**config.mk**
```make
export PLATFORM = sky130hd
export DESIGN_NAME = voice_top
export DESIGN_NICKNAME = d
export VERILOG_FILES = /design/src/hw/voice_pkg.sv /design/src/hw/bus_arbiter.sv /design/src/hw/bus_decoder.sv /design/src/hw/cfg_regs.sv /design/src/hw/gpio_port.sv /design/src/hw/voice_top.sv
export VERILOG_INCLUDE_DIRS = /design/src /design/src/hw
export SDC_FILE = /design/constraint.sdc
export NUM_CORES = 1
export LEC_CHECK = 0
export ABC_AREA = 1
export BUFFER_PORTS_ARGS = -buffer_cell sky130_fd_sc_hd__clkbuf_2
export CAP_MARGIN = 15
export CORE_ASPECT_RATIO = 1.1
export CORE_UTILIZATION = 40
export CTS_CLUSTER_DIAMETER = 100
export CTS_CLUSTER_SIZE = 14
export DETAILED_ROUTE_END_ITERATION = 7
export GPL_TIMING_DRIVEN = 0
export PLACE_DENSITY = 0.67
export SETUP_SLACK_MARGIN = 0.02
export SLEW_MARGIN = 15
export SYNTH_ARGS = -nofsm -noshare
export SYNTH_HDL_FRONTEND = slang
export SYNTH_SLANG_ARGS = --single-unit
```
**constraint.sdc**
```tcl
create_clock -name clk -period 1.7 [get_ports clk]
set_input_delay 0.425 -clock clk [delete_from_list [all_inputs] [get_ports clk]]
set_output_delay 0.425 -clock clk [all_outputs]
set_load 0.05 [all_outputs]
```
**src/hw/voice_cfg.svh**
```systemverilog
// Bus widths, peer selectors and register reset values for the voice board bus
`ifndef VOICE_CFG_SVH
`define VOICE_CFG_SVH

// ----------------------------------------------------------
// Bus geometry
// ----------------------------------------------------------
`define VOICE_ADDR_W 15
`define VOICE_DATA_W 16
`define VOICE_GPIO_W 16

// ----------------------------------------------------------
// Peer selectors, top address bits
// ----------------------------------------------------------
`define VOICE_SEL_W    3
`define VOICE_SEL_CFG  3'b000
`define VOICE_SEL_GPIO 3'b100

// Configuration bank values
`define VOICE_VERSION        16'h000A
`define VOICE_GAIN_DEFAULT   16'd3
`define VOICE_VOLUME_DEFAULT 16'd15

`endif

```
**src/hw/voice_pkg.sv**
```systemverilog
// Bus word, pin vector, host index and peer select types for the voice board bus
`include "voice_cfg.svh"

package voice_pkg;

  // Shared bus payloads
  typedef logic [`VOICE_ADDR_W-1:0] bus_addr_t;
  typedef logic [`VOICE_DATA_W-1:0] bus_data_t;

  // GPIO pin vector
  typedef logic [`VOICE_GPIO_W-1:0] gpio_t;

  // One of the two hosts
  typedef logic host_idx_t;

  // Target of a decoded transfer
  typedef enum logic [1:0] {
    peer_cfg,
    peer_gpio,
    peer_none
  } peer_sel_e;

endpackage

```
**src/hw/bus_arbiter.sv**
```systemverilog
// Round-robin arbiter granting one of two hosts the shared register bus
`timescale 1ns/1ps

module bus_arbiter import voice_pkg::*; (
  input  logic      clk,
  input  logic      rst_n_i,
  // Host 0
  input  logic      h0_cyc_i,
  input  logic      h0_stb_i,
  input  logic      h0_we_i,
  input  bus_addr_t h0_adr_i,
  input  bus_data_t h0_dat_i,
  output bus_data_t h0_dat_o,
  output logic      h0_ack_o,
  // Host 1
  input  logic      h1_cyc_i,
  input  logic      h1_stb_i,
  input  logic      h1_we_i,
  input  bus_addr_t h1_adr_i,
  input  bus_data_t h1_dat_i,
  output bus_data_t h1_dat_o,
  output logic      h1_ack_o,
  // Shared bus
  output logic      m_cyc_o,
  output logic      m_stb_o,
  output logic      m_we_o,
  output bus_addr_t m_adr_o,
  output bus_data_t m_wdat_o,
  input  bus_data_t m_rdat_i,
  input  logic      m_ack_i
);

  logic      h0_req;
  logic      h1_req;
  logic      busy_q;
  host_idx_t grant_q;
  host_idx_t last_q;
  host_idx_t pick;

  assign h0_req = h0_cyc_i & h0_stb_i;
  assign h1_req = h1_cyc_i & h1_stb_i;

  // Favour the host not served last when both ask
  always_comb begin
    if (h0_req && h1_req) begin
      pick = ~last_q;
    end else if (h1_req) begin
      pick = 1'b1;
    end else begin
      pick = 1'b0;
    end
  end

  // ----------------------------------------------------------
  // Grant state
  // ----------------------------------------------------------
  always_ff @(posedge clk) begin
    if (!rst_n_i) begin
      busy_q  <= 1'b0;
      grant_q <= 1'b0;
      last_q  <= 1'b1;
    end else if (!busy_q) begin
      if (h0_req || h1_req) begin
        busy_q  <= 1'b1;
        grant_q <= pick;
        last_q  <= pick;
      end
    end else if (m_ack_i) begin
      // Bus free again one cycle after the ack
      busy_q <= 1'b0;
    end
  end

  // Granted host onto the shared bus
  always_comb begin
    if (grant_q) begin
      m_cyc_o  = busy_q & h1_cyc_i;
      m_stb_o  = busy_q & h1_stb_i;
      m_we_o   = h1_we_i;
      m_adr_o  = h1_adr_i;
      m_wdat_o = h1_dat_i;
    end else begin
      m_cyc_o  = busy_q & h0_cyc_i;
      m_stb_o  = busy_q & h0_stb_i;
      m_we_o   = h0_we_i;
      m_adr_o  = h0_adr_i;
      m_wdat_o = h0_dat_i;
    end
  end

  // Responses go back to the granted host only
  assign h0_ack_o = busy_q & m_ack_i & (grant_q == 1'b0);
  assign h1_ack_o = busy_q & m_ack_i & (grant_q == 1'b1);
  assign h0_dat_o = (busy_q && grant_q == 1'b0) ? m_rdat_i : '0;
  assign h1_dat_o = (busy_q && grant_q == 1'b1) ? m_rdat_i : '0;

endmodule

```
**src/hw/bus_decoder.sv**
```systemverilog
// Address decoder routing shared bus transfers to the config bank or the GPIO block
`timescale 1ns/1ps
`include "voice_cfg.svh"

module bus_decoder import voice_pkg::*; (
  input  logic      clk,
  input  logic      rst_n_i,
  // Shared bus from the arbiter
  input  logic      m_cyc_i,
  input  logic      m_stb_i,
  input  logic      m_we_i,
  input  bus_addr_t m_adr_i,
  input  bus_data_t m_wdat_i,
  output bus_data_t m_rdat_o,
  output logic      m_ack_o,
  // Peer side
  output logic      cfg_stb_o,
  output logic      gpio_stb_o,
  output bus_addr_t p_adr_o,
  output logic      p_we_o,
  output bus_data_t p_wdat_o,
  input  bus_data_t cfg_rdat_i,
  input  bus_data_t gpio_rdat_i,
  input  logic      cfg_ack_i,
  input  logic      gpio_ack_i
);

  logic [`VOICE_SEL_W-1:0] sel_bits;
  peer_sel_e               sel;
  logic                    req;
  logic                    none_ack_q;

  assign sel_bits = m_adr_i[`VOICE_ADDR_W-1 -: `VOICE_SEL_W];
  assign req      = m_cyc_i & m_stb_i;

  always_comb begin
    case (sel_bits)
      `VOICE_SEL_CFG:  sel = peer_cfg;
      `VOICE_SEL_GPIO: sel = peer_gpio;
      default:         sel = peer_none;
    endcase
  end

  // Strobe reaches the addressed peer only
  assign cfg_stb_o  = req & (sel == peer_cfg);
  assign gpio_stb_o = req & (sel == peer_gpio);
  assign p_adr_o    = m_adr_i;
  assign p_we_o     = m_we_i;
  assign p_wdat_o   = m_wdat_i;

  // Unmapped space answers by itself, one cycle after the strobe
  always_ff @(posedge clk) begin
    if (!rst_n_i) begin
      none_ack_q <= 1'b0;
    end else begin
      none_ack_q <= req & (sel == peer_none) & ~none_ack_q;
    end
  end

  // Response mux
  always_comb begin
    case (sel)
      peer_cfg: begin
        m_rdat_o = cfg_rdat_i;
        m_ack_o  = cfg_ack_i;
      end
      peer_gpio: begin
        m_rdat_o = gpio_rdat_i;
        m_ack_o  = gpio_ack_i;
      end
      default: begin
        m_rdat_o = '0;
        m_ack_o  = none_ack_q;
      end
    endcase
  end

endmodule

```
**src/hw/cfg_regs.sv**
```systemverilog
// Configuration register bank with version, mic gain, DAC volume and DAC flags
`timescale 1ns/1ps
`include "voice_cfg.svh"

module cfg_regs import voice_pkg::*; (
  input  logic      clk,
  input  logic      rst_n_i,
  input  logic      stb_i,
  input  logic      we_i,
  input  bus_addr_t adr_i,
  input  bus_data_t wdat_i,
  output bus_data_t rdat_o,
  output logic      ack_o,
  output bus_data_t gain_o,
  output bus_data_t volume_o,
  output logic      dac_mute_o,
  output logic      dac_hp_nspk_o
);

  // Word offsets
  localparam logic [1:0] OFS_VERSION = 2'd0;
  localparam logic [1:0] OFS_GAIN    = 2'd1;
  localparam logic [1:0] OFS_VOLUME  = 2'd2;
  localparam logic [1:0] OFS_FLAGS   = 2'd3;

  bus_data_t gain_q;
  bus_data_t volume_q;
  logic      mute_q;
  logic      hp_nspk_q;
  logic      ack_q;
  bus_data_t rdat_q;
  bus_data_t rd_mux;
  logic      access;

  assign access = stb_i & ~ack_q;

  always_comb begin
    case (adr_i[1:0])
      OFS_VERSION: rd_mux = `VOICE_VERSION;
      OFS_GAIN:    rd_mux = gain_q;
      OFS_VOLUME:  rd_mux = volume_q;
      OFS_FLAGS:   rd_mux = {{(`VOICE_DATA_W-2){1'b0}}, hp_nspk_q, mute_q};
      default:     rd_mux = '0;
    endcase
  end

  // ----------------------------------------------------------
  // Control registers and ack
  // ----------------------------------------------------------
  always_ff @(posedge clk) begin
    if (!rst_n_i) begin
      ack_q     <= 1'b0;
      gain_q    <= `VOICE_GAIN_DEFAULT;
      volume_q  <= `VOICE_VOLUME_DEFAULT;
      mute_q    <= 1'b0;
      hp_nspk_q <= 1'b0;
    end else begin
      ack_q <= access;
      if (access && we_i) begin
        // Version word is read-only
        case (adr_i[1:0])
          OFS_GAIN:   gain_q   <= wdat_i;
          OFS_VOLUME: volume_q <= wdat_i;
          OFS_FLAGS: begin
            mute_q    <= wdat_i[0];
            hp_nspk_q <= wdat_i[1];
          end
          default: ;
        endcase
      end
    end
  end

  // Read word captured with the ack
  always_ff @(posedge clk) begin
    if (access) begin
      rdat_q <= rd_mux;
    end
  end

  assign rdat_o        = rdat_q;
  assign ack_o         = ack_q;
  assign gain_o        = gain_q;
  assign volume_o      = volume_q;
  assign dac_mute_o    = mute_q;
  assign dac_hp_nspk_o = hp_nspk_q;

endmodule

```
**src/hw/gpio_port.sv**
```systemverilog
// GPIO block with direction, output and synchronized input registers
`timescale 1ns/1ps

module gpio_port import voice_pkg::*; (
  input  logic      clk,
  input  logic      rst_n_i,
  input  logic      stb_i,
  input  logic      we_i,
  input  bus_addr_t adr_i,
  input  bus_data_t wdat_i,
  output bus_data_t rdat_o,
  output logic      ack_o,
  input  gpio_t     gpio_in_i,
  output gpio_t     gpio_out_o,
  output gpio_t     gpio_oe_o
);

  gpio_t     dir_q;
  gpio_t     out_q;
  gpio_t     in_meta_q;
  gpio_t     in_sync_q;
  logic      ack_q;
  bus_data_t rdat_q;
  logic      access;

  assign access = stb_i & ~ack_q;

  // Two-stage synchronizer on the pins
  always_ff @(posedge clk) begin
    in_meta_q <= gpio_in_i;
    in_sync_q <= in_meta_q;
  end

  always_ff @(posedge clk) begin
    if (!rst_n_i) begin
      ack_q <= 1'b0;
      dir_q <= '0;
      out_q <= '0;
    end else begin
      ack_q <= access;
      if (access && we_i && adr_i[1:0] == 2'd0) begin
        dir_q <= gpio_t'(wdat_i);
      end
      if (access && we_i && adr_i[1:0] == 2'd1) begin
        out_q <= gpio_t'(wdat_i);
      end
    end
  end

  // Offset 2 is the sampled input, offset 3 reads zero
  always_ff @(posedge clk) begin
    if (access) begin
      case (adr_i[1:0])
        2'd0:    rdat_q <= bus_data_t'(dir_q);
        2'd1:    rdat_q <= bus_data_t'(out_q);
        2'd2:    rdat_q <= bus_data_t'(in_sync_q);
        default: rdat_q <= '0;
      endcase
    end
  end

  assign rdat_o     = rdat_q;
  assign ack_o      = ack_q;
  assign gpio_out_o = out_q;
  assign gpio_oe_o  = dir_q;

endmodule

```
**src/hw/voice_top.sv**
```systemverilog
// Top level of the voice board register bus with arbiter, decoder and peers
`timescale 1ns/1ps

module voice_top import voice_pkg::*; (
  input  logic      clk,
  input  logic      rst_n_i,
  // Host 0
  input  logic      h0_cyc_i,
  input  logic      h0_stb_i,
  input  logic      h0_we_i,
  input  bus_addr_t h0_adr_i,
  input  bus_data_t h0_dat_i,
  output bus_data_t h0_dat_o,
  output logic      h0_ack_o,
  // Host 1
  input  logic      h1_cyc_i,
  input  logic      h1_stb_i,
  input  logic      h1_we_i,
  input  bus_addr_t h1_adr_i,
  input  bus_data_t h1_dat_i,
  output bus_data_t h1_dat_o,
  output logic      h1_ack_o,
  // Pins and configuration outputs
  input  gpio_t     gpio_in_i,
  output gpio_t     gpio_out_o,
  output gpio_t     gpio_oe_o,
  output bus_data_t mic_gain_o,
  output bus_data_t dac_volume_o,
  output logic      dac_mute_o,
  output logic      dac_hp_nspk_o
);

  // ----------------------------------------------------------
  // Shared bus and peer wires
  // ----------------------------------------------------------
  logic      m_cyc;
  logic      m_stb;
  logic      m_we;
  bus_addr_t m_adr;
  bus_data_t m_wdat;
  bus_data_t m_rdat;
  logic      m_ack;
  logic      cfg_stb;
  logic      gpio_stb;
  bus_addr_t p_adr;
  logic      p_we;
  bus_data_t p_wdat;
  bus_data_t cfg_rdat;
  bus_data_t gpio_rdat;
  logic      cfg_ack;
  logic      gpio_ack;

  bus_arbiter i_arbiter (
    .clk      (clk),
    .rst_n_i  (rst_n_i),
    .h0_cyc_i (h0_cyc_i),
    .h0_stb_i (h0_stb_i),
    .h0_we_i  (h0_we_i),
    .h0_adr_i (h0_adr_i),
    .h0_dat_i (h0_dat_i),
    .h0_dat_o (h0_dat_o),
    .h0_ack_o (h0_ack_o),
    .h1_cyc_i (h1_cyc_i),
    .h1_stb_i (h1_stb_i),
    .h1_we_i  (h1_we_i),
    .h1_adr_i (h1_adr_i),
    .h1_dat_i (h1_dat_i),
    .h1_dat_o (h1_dat_o),
    .h1_ack_o (h1_ack_o),
    .m_cyc_o  (m_cyc),
    .m_stb_o  (m_stb),
    .m_we_o   (m_we),
    .m_adr_o  (m_adr),
    .m_wdat_o (m_wdat),
    .m_rdat_i (m_rdat),
    .m_ack_i  (m_ack)
  );

  bus_decoder i_decoder (
    .clk         (clk),
    .rst_n_i     (rst_n_i),
    .m_cyc_i     (m_cyc),
    .m_stb_i     (m_stb),
    .m_we_i      (m_we),
    .m_adr_i     (m_adr),
    .m_wdat_i    (m_wdat),
    .m_rdat_o    (m_rdat),
    .m_ack_o     (m_ack),
    .cfg_stb_o   (cfg_stb),
    .gpio_stb_o  (gpio_stb),
    .p_adr_o     (p_adr),
    .p_we_o      (p_we),
    .p_wdat_o    (p_wdat),
    .cfg_rdat_i  (cfg_rdat),
    .gpio_rdat_i (gpio_rdat),
    .cfg_ack_i   (cfg_ack),
    .gpio_ack_i  (gpio_ack)
  );

  // Config bank at 0x0000
  cfg_regs i_cfg (
    .clk           (clk),
    .rst_n_i       (rst_n_i),
    .stb_i         (cfg_stb),
    .we_i          (p_we),
    .adr_i         (p_adr),
    .wdat_i        (p_wdat),
    .rdat_o        (cfg_rdat),
    .ack_o         (cfg_ack),
    .gain_o        (mic_gain_o),
    .volume_o      (dac_volume_o),
    .dac_mute_o    (dac_mute_o),
    .dac_hp_nspk_o (dac_hp_nspk_o)
  );

  // GPIO block at 0x4000
  gpio_port i_gpio (
    .clk        (clk),
    .rst_n_i    (rst_n_i),
    .stb_i      (gpio_stb),
    .we_i       (p_we),
    .adr_i      (p_adr),
    .wdat_i     (p_wdat),
    .rdat_o     (gpio_rdat),
    .ack_o      (gpio_ack),
    .gpio_in_i  (gpio_in_i),
    .gpio_out_o (gpio_out_o),
    .gpio_oe_o  (gpio_oe_o)
  );

endmodule

```
==> summary.txt, run 1 <==
Run status
  – Status: finished with violations
  – Violations in the final reports: negative setup slack

Critical path
  – Levels on crit path: 9
  – Data arrival time of the critical path: 1800 ps
  – Cell depth of the worst flop-to-flop path: 8
  – Maximum cell stage delay along the critical path: 340 ps
  – Critical Path Fanout Max: 8
  – Origin of the worst setup path: i_arbiter.grant_q
  – Buffers plus inverters on the worst setup path: 4
  – FF-to-FF Start: i_arbiter.grant_q
  – Cells along the critical path: buf_12 -> nand3_4 -> nand2_8 -> clkbuf_16 -> nand3_1 -> nand2_1 -> inv_2 -> nor2_4 -> buf_8
  – Setup slack, reg-to-reg: -340 ps
  – Kind of start point of the critical path: flop
  – Largest delay contributor family on the critical path: buffers and inverters
  – Highest-delay cell along the critical path: sky130_fd_sc_hd__dfxtp_2
  – Endpoint kind of the worst setup timing path: primary output
  – Worst EP required: 1270 ps
  – Reg-to-Reg End: i_gpio.gpio_out_o[13]
  – Worst Path Class, Setup: flop to primary output

Synth
  – Cells after Synth: 828
  – Proportion of register bits with asynchronous set or reset after synthesis: 0%
  – Area of the mapped netlist: 6220 um2
  – Top-area cell type share of the netlist area: 33.5%
  – Mean cell area of the mapped netlist: 7.51 um2
  – Seq cells post-synth: 136
  – Area contributors post-synth: sky130_fd_sc_hd__dfxtp_1 33%, sky130_fd_sc_hd__edfxtp_1 15%, sky130_fd_sc_hd__nand2_1 12%
  – Number of unique standard cell types used by synthesis: 28
  – Share of synthesized area occupied by flip-flops and latches: 48.9%
  – Net count of the mapped netlist: 914
  – EDFF count, synth: 32
  – Post-synthesis cell type with the largest combined area: sky130_fd_sc_hd__dfxtp_1
  – Synth warnings: 0
  – Primary FF master, synth: sky130_fd_sc_hd__dfxtp_1

Place
  – HPWL reported at the end of detailed placement: 14.0 mm
  – Number of input and output port buffers inserted: 164
  – Weighted congestion at the end of routability-driven global placement: 0.869
  – Number of instances in the placed design: 1,188
  – Dpl cell area: 7700 um2
  – Post-place setup slack: -463 ps

GRT
  – Number of antenna violations at the first check in global routing: 0
  – Wire length of the first global-routing pass: 33.2 mm
  – Total overflow reported by the global router: 0
  – GRT Util Overall: 27.6%
  – Via count of the first global-routing pass: 6,445
  – Maximum number of pins on one net before global-route repair: 17

Pwr
  – Psw: 2300 uW
  – Power Dens Cells: 798 nW/um2
  – Maximum vdd ir drop: 0.677 mV
  – Sequential power share: 40.7%
  – Combinational power share: 16.1%
  – Switching part of the total power: 27.8%
  – Design internal power: 5980 uW
  – Leakage power total: 0.00453 uW
  – Power consumption: 8280 uW
  – Portion of total power attributed to the clock network: 43.1%

Die
  – Horizontal extent of the die: 121 um
  – Die H: 133 um
  – Core area: 15,100 um2
  – Die footprint: 16,100 um2
  – Row count: 47
  – I/O pin count: 186
  – Starting Density: 41.2%

Clock tree
  – Number of H-tree levels: 4
  – # hold bufs at CTS: 0
  – Clock network latency to the later pin of the worst-skew pair: 440 ps
  – # clock sinks: 136
  – Clock input transition at the sequential cells of the worst setup and hold paths: 60 ps
  – Number of buffers inserted during clock tree synthesis: 17
  – CTS root buffer: sky130_fd_sc_hd__clkbuf_16
  – Number of buffers on the longest clock path: 2
  – CTS tree: done

STA
  – Transition time at the pin with the least slew margin: 645 ps
  – Tmin final: 2230 ps
  – Count of final max-slew check failures: 0
  – Crit share post-route: 131%
  – Setup repair after global routing missed its margin: true
  – Number of setup violations in the final report: 152
  – Setup slack of the critical path after layout: -529 ps
  – Worst max-slew margin expressed relative to the limit: 55.8%
  – Worst-case clock skew: 7.49 ps
  – Final hold violation count: 0
  – Fmax: 449 MHz

Final layout
  – Number of cells in the finished layout apart from fillers: 1,299
  – Fin nets: 1,176
  – Final std cell area, no fill: 10,400 um2
  – Most common cell after layout, fill and taps aside: sky130_fd_sc_hd__nand2_1
  – Most frequent cells in the layout: 157 x sky130_fd_sc_hd__nand2_1, 134 x sky130_fd_sc_hd__clkbuf_2, 103 x sky130_fd_sc_hd__inv_1
  – Ant diodes: 0
  – Synth-to-Final Area Change: 66.6%
  – Layout cell share with drive strength beyond 1: 46.8%

Hold path
  – Instance count along the most critical hold path: 1
  – Hold-critical path endpoint: i_gpio.in_meta_q[11]
  – HP Class: input port to flop
  – Min-delay src: gpio_in_i[11]

Route
  – DRC violation count after routing: 0
  – DR iter-0 viols: 563
  – Wire per inst: 17.7 um
  – Total wire length after detailed routing: 23.0 mm
  – DR vias/cell: 5.16
  – Remaining antenna violation count: 0
  – DR pass1 iterations: 5
  – Count of vias placed by the detailed router: 6,697

Run
  – Maximum capacitance violations: 0
registers in the layout (all words and copies together) (netlist names):
| signal | cells |
|---|---|
| i_arbiter.busy_q | 1 |
| i_arbiter.last_q | 1 |
| i_cfg.dac_hp_nspk_o | 1 |
| i_gpio.in_meta_q | 16 |
| i_gpio.gpio_out_o | 16 |
| i_arbiter.grant_q | 1 |
| i_cfg.dac_mute_o | 1 |
| i_gpio.gpio_oe_o | 16 |
| i_cfg.ack_o | 1 |
| i_cfg.gain_o | 16 |
| i_decoder.none_ack_q | 1 |
| i_gpio.in_sync_q | 16 |
| i_cfg.volume_o | 16 |
| i_cfg.rdat_o | 16 |
| i_gpio.ack_o | 1 |
| i_gpio.rdat_o | 16 |
layout make-up:
| type | instances | area (um2) |
|---|---|---|
| Buffer | 49 | 609 |
| Clock buffer | 20 | 489 |
| Multi-Input combinational cell | 489 | 3150 |
| Inverter | 155 | 622 |
| Fill cell | 1092 | 4740 |
| Tap cell | 196 | 245 |
| Timing Repair Buffer | 242 | 2120 |
| Clock inverter | 12 | 90.1 |
| Sequential cell | 136 | 3050 |
synth_stat cells, drive strengths merged, types with 9 or more instances:
library cell,n
nand2,205
inv,154
nor2,108
dfxtp,104
nand4,66
nand3,52
edfxtp,32
buf,30
clkbuf,19
o211ai,16
mux2i,12
o22ai,12
o21ai,9
power groups by stage:
stage               combinational, uW  clock (uW)  sequential (uW)
floorplan                         596           0             3440
global placement                  860           0             3440
detailed placement                869           0             3440
CTS                              1190        3560             3370
global route                     1400        3710             3380
finish                           1340        3570             3370
cell families after synthesis:
| family | share of synthesized area [%] |
|---|---|
| simple gates | 32.0 |
| compound gates | 4.18 |
| mux | 1.93 |
| flops | 48.9 |
| buf+inv | 13.0 |
layer usage:
metal,vias to the layer above,share of wire [%],global-route usage (%)
li1,3144,-,-
met1,3022,37,31.8
met2,422,50,47.7
met3,109,8.1,6.12
met4,0,5.0,14.1
met5,-,0,0
through the flow:
stage	hold WS [ps]	TNS, ps	utilization, %
floorplan	310	-1550	-
global placement	310	-54220	50.9
detailed placement	312	-56250	50.9
CTS	86.3	-34560	64.2
global route	79.3	-49090	68.6
finish	87.7	-38360	68.6
timing repair:
item                       in CTS  in global routing
gates cloned                   12                  5
setup endpoints to repair     163                164
setup buffers                  45                 18
pin swaps                      30                 47
resized for setup             220                162
how the worst max path moves through the flow:
stage | endpoint
after floorplan | h0_dat_o[11]
after detailed placement | h0_dat_o[13]
after global routing | h0_dat_o[11]
final | h0_dat_o[6]
after CTS | h0_dat_o[9]
after global placement | h0_dat_o[13]
(Power assumes the default switching activity.)
==> run 2: changes to the inputs <==
--- a/config.mk
+++ b/config.mk
@@ -6,8 +6,8 @@
 export SDC_FILE = /design/constraint.sdc
 export NUM_CORES = 1
 export LEC_CHECK = 0
-export ABC_AREA = 1
-export BUFFER_PORTS_ARGS = -buffer_cell sky130_fd_sc_hd__clkbuf_2
+export ABC_AREA = 0
+export BUFFER_PORTS_ARGS = -buffer_cell sky130_fd_sc_hd__buf_4
 export CAP_MARGIN = 15
 export CORE_ASPECT_RATIO = 1.1
 export CORE_UTILIZATION = 40
@@ -15,7 +15,7 @@
 export CTS_CLUSTER_SIZE = 14
 export DETAILED_ROUTE_END_ITERATION = 7
 export GPL_TIMING_DRIVEN = 0
-export PLACE_DENSITY = 0.67
+export PLACE_DENSITY = 0.68
 export SETUP_SLACK_MARGIN = 0.02
 export SLEW_MARGIN = 15
 export SYNTH_ARGS = -nofsm -noshare
==> summary.txt, run 2 <==
Critical path
  – Worst Path Class, Setup: flop to primary output
  – Critical Path Fanout Max: 5
  – Buffers plus inverters on the worst setup path: 5
  – Highest-delay cell along the critical path: sky130_fd_sc_hd__mux2i_4
  – Maximum cell stage delay along the critical path: 350 ps
  – Worst EP required: 1270 ps
  – Kind of start point of the critical path: flop
  – Cells along the critical path: buf_6 -> clkbuf_16 -> mux2i_4 -> buf_12 -> clkbuf_16 -> mux2i_4 -> nor2_4 -> buf_6
  – Endpoint kind of the worst setup timing path: primary output
  – Data arrival time of the critical path: 2170 ps
  – Largest delay contributor family on the critical path: buffers and inverters

Pwr
  – Leakage power total: 0.00400 uW
  – Power consumption: 7940 uW
  – Maximum vdd ir drop: 0.575 mV
  – Power Dens Cells: 819 nW/um2

Synth
  – EDFF count, synth: 32
  – Number of unique standard cell types used by synthesis: 40
  – Seq cells post-synth: 136
  – Top-area cell type share of the netlist area: 37.5%
  – Count leader, synth: sky130_fd_sc_hd__dfxtp_1
  – Cells after Synth: 513
  – Proportion of register bits with asynchronous set or reset after synthesis: 0%
  – Synth warnings: 0
  – Primary FF master, synth: sky130_fd_sc_hd__dfxtp_1
  – Post-synthesis cell type with the largest combined area: sky130_fd_sc_hd__dfxtp_1
  – Most frequent cells after synthesis: 104 x sky130_fd_sc_hd__dfxtp_1, 103 x sky130_fd_sc_hd__mux2i_1, 98 x sky130_fd_sc_hd__nand2_1, 37 x sky130_fd_sc_hd__nor2_1, 32 x sky130_fd_sc_hd__edfxtp_1
  – Area contributors post-synth: sky130_fd_sc_hd__dfxtp_1 38%, sky130_fd_sc_hd__mux2i_1 19%, sky130_fd_sc_hd__edfxtp_1 17%
  – Share of synthesized area occupied by flip-flops and latches: 54.8%
  – Mean cell area of the mapped netlist: 10.8 um2
  – Area of the mapped netlist: 5550 um2
  – Net count of the mapped netlist: 599

Final layout
  – Flip-flop and latch area: 3040 um2
  – FILL cells: 874
  – Number of cells in the finished layout apart from fillers: 965
  – Synth-to-Final Area Change: 74.5%
  – Area taken by multi-input logic gates: 3150 um2
  – Most common cell after layout, fill and taps aside: sky130_fd_sc_hd__buf_4
  – Layout cell share with drive strength beyond 1: 53.1%
  – Most frequent cells in the layout: 156 x sky130_fd_sc_hd__buf_4, 103 x sky130_fd_sc_hd__dfxtp_1, 84 x sky130_fd_sc_hd__mux2i_1
  – Fin nets: 854
  – Ant diodes: 0

STA
  – Setup slack of the critical path after layout: -895 ps
  – Tmin final: 2590 ps
  – Count of final max-slew check failures: 0
  – Final-layout setup total negative slack: -102,200 ps
  – Number of setup violations in the final report: 167
  – Final hold violation count: 0
  – Transition time at the pin with the least slew margin: 784 ps
  – Crit share post-route: 153%
  – Worst max-slew margin expressed relative to the limit: 47.7%
  – Fmax: 385 MHz
  – Worst-case clock skew: 6.61 ps
  – Setup repair after global routing missed its margin: true

Die
  – Core area: 13,400 um2
  – Row count: 44
  – I/O pin count: 186
  – Horizontal extent of the die: 114 um
  – Die footprint: 14,400 um2
  – Starting Density: 41.5%
  – Die H: 126 um

Clock tree
  – CTS root buffer: sky130_fd_sc_hd__clkbuf_16
  – # clock sinks: 136
  – CTS tree: done
  – Clock network latency to the later pin of the worst-skew pair: 420 ps
  – Clock input transition at the sequential cells of the worst setup and hold paths: 60 ps
  – # hold bufs at CTS: 0
  – Number of buffers on the longest clock path: 2
  – Number of buffers inserted during clock tree synthesis: 17
  – Number of H-tree levels: 4

Place
  – Number of input and output port buffers inserted: 164
  – Number of instances in the placed design: 861
  – HPWL reported at the end of detailed placement: 11.8 mm
  – Weighted congestion at the end of routability-driven global placement: 0.802

Route
  – DRC violation count after routing: 0
  – Total wire length after detailed routing: 20.4 mm
  – DR vias/cell: 5.34
  – DR pass1 iterations: 5
  – DR iter-0 viols: 282
  – Remaining antenna violation count: 0
  – Wire per inst: 21.1 um
  – Count of vias placed by the detailed router: 5,152

GRT
  – Via count of the first global-routing pass: 4,959
  – Wire length of the first global-routing pass: 28.3 mm
  – Maximum number of pins on one net before global-route repair: 17
  – GRT Util Overall: 27.0%
  – Number of antenna violations at the first check in global routing: 0
  – Total overflow reported by the global router: 0

Run
  – Maximum capacitance violations: 0

Hold path
  – HP Class: input port to flop

Run status
  – Violations in the final reports: negative setup slack
  – Status: finished with violations
==> run 2: cell count changes after synthesis, moves of 15 or more <==
| cell | before | now |
|---|---|---|
| sky130_fd_sc_hd__nor2_1 | 102 | 37 |
| sky130_fd_sc_hd__inv_1 | 149 | 1 |
| sky130_fd_sc_hd__nand4_1 | 66 | 1 |
| sky130_fd_sc_hd__o211ai_1 | 16 | 1 |
| sky130_fd_sc_hd__nand2_1 | 198 | 98 |
| sky130_fd_sc_hd__mux2i_1 | 12 | 103 |
| sky130_fd_sc_hd__mux2_2 | 0 | 16 |
| sky130_fd_sc_hd__nand3_1 | 47 | 4 |
==> run 2: layout make-up <==
| cell class | count | area share (%) |
|---|---|---|
| inverters | 1 | 0.0387 |
| plain buffers | 33 | 4.47 |
| clock buffers | 18 | 4.43 |
| repair buffers | 237 | 23.5 |
| well taps | 184 | 2.38 |
| flip-flops and latches | 136 | 31.4 |
| clock inverters | 14 | 1.20 |
| multi-input cells | 342 | 32.5 |
==> run 2: worst register-to-register path, cell delays in order, from the launching register on <==
cell and delay (ps):
sky130_fd_sc_hd__dfxtp_2 330, sky130_fd_sc_hd__buf_6 110, sky130_fd_sc_hd__buf_6 100, sky130_fd_sc_hd__buf_6 90
sky130_fd_sc_hd__or3b_4 410, sky130_fd_sc_hd__buf_6 130, sky130_fd_sc_hd__a22o_4 300, sky130_fd_sc_hd__nor3_4 360
sky130_fd_sc_hd__buf_6 180, sky130_fd_sc_hd__mux2_4 300
==> run 2: timing repair <==
| item | CTS | global route |
|---|---|---|
| gates cloned | 7 | 3 |
| resized for setup | 112 | 102 |
| pin swaps | 20 | 45 |
| setup buffers | 38 | 32 |
| endpoints found under the setup margin | 165 | 169 |
==> run 2: worst paths after layout <==
path	slack, ps	cells after the start	startpoint	endpoint
worst max-delay path	-890	8	i_arbiter.grant_q	h0_dat_o[15]
worst min-delay path	110	1	gpio_in_i[13]	i_gpio.in_meta_q[13]
worst max register to register	-720	9	i_arbiter.grant_q	i_cfg.volume_o[2]
worst min register to register	330	0	i_gpio.in_meta_q[15]	i_gpio.in_sync_q[15]
==> run 2: kinds of logic (layout without fill, tap and decap cells) <==
group                  count (synthesis)  count (layout)  synth area share [%]
AOI/OAI and AO/OA                     46              46                  5.82
buffers and inverters                 35             303                  3.00
DFF                                  136             136                  54.8
and+or+nand+nor                      177             177                  14.6
muxes                                119             119                  21.8
==> run 2: layer usage <==
metal,track usage [%],wire (um),vias to the layer above
met5,0,0,-
li1,-,-,2316
met3,5.91,1300,36
met2,47.4,10500,264
met4,7.64,421,0
met1,32.9,8150,2536
==> run 2: through the flow <==
stage | hold WS [ps] | setup slack, ps | instance area (um2) | util [%]
global placement | 312 | -796 | 7670 | 57.3
floorplan | 310 | -366 | 6210 | -
detailed placement | 312 | -797 | 7670 | 57.3
global route | 87.8 | -934 | 9690 | 72.4
finish | 106 | -895 | 9690 | 72.4
CTS | 97.9 | -846 | 9110 | 68.1
==> run 2: where the power goes <==
group	internal (uW)	switching (uW)
Clock	1900	1490
Sequential	3360	26.6
Combinational	587	582
Total	5840	2100
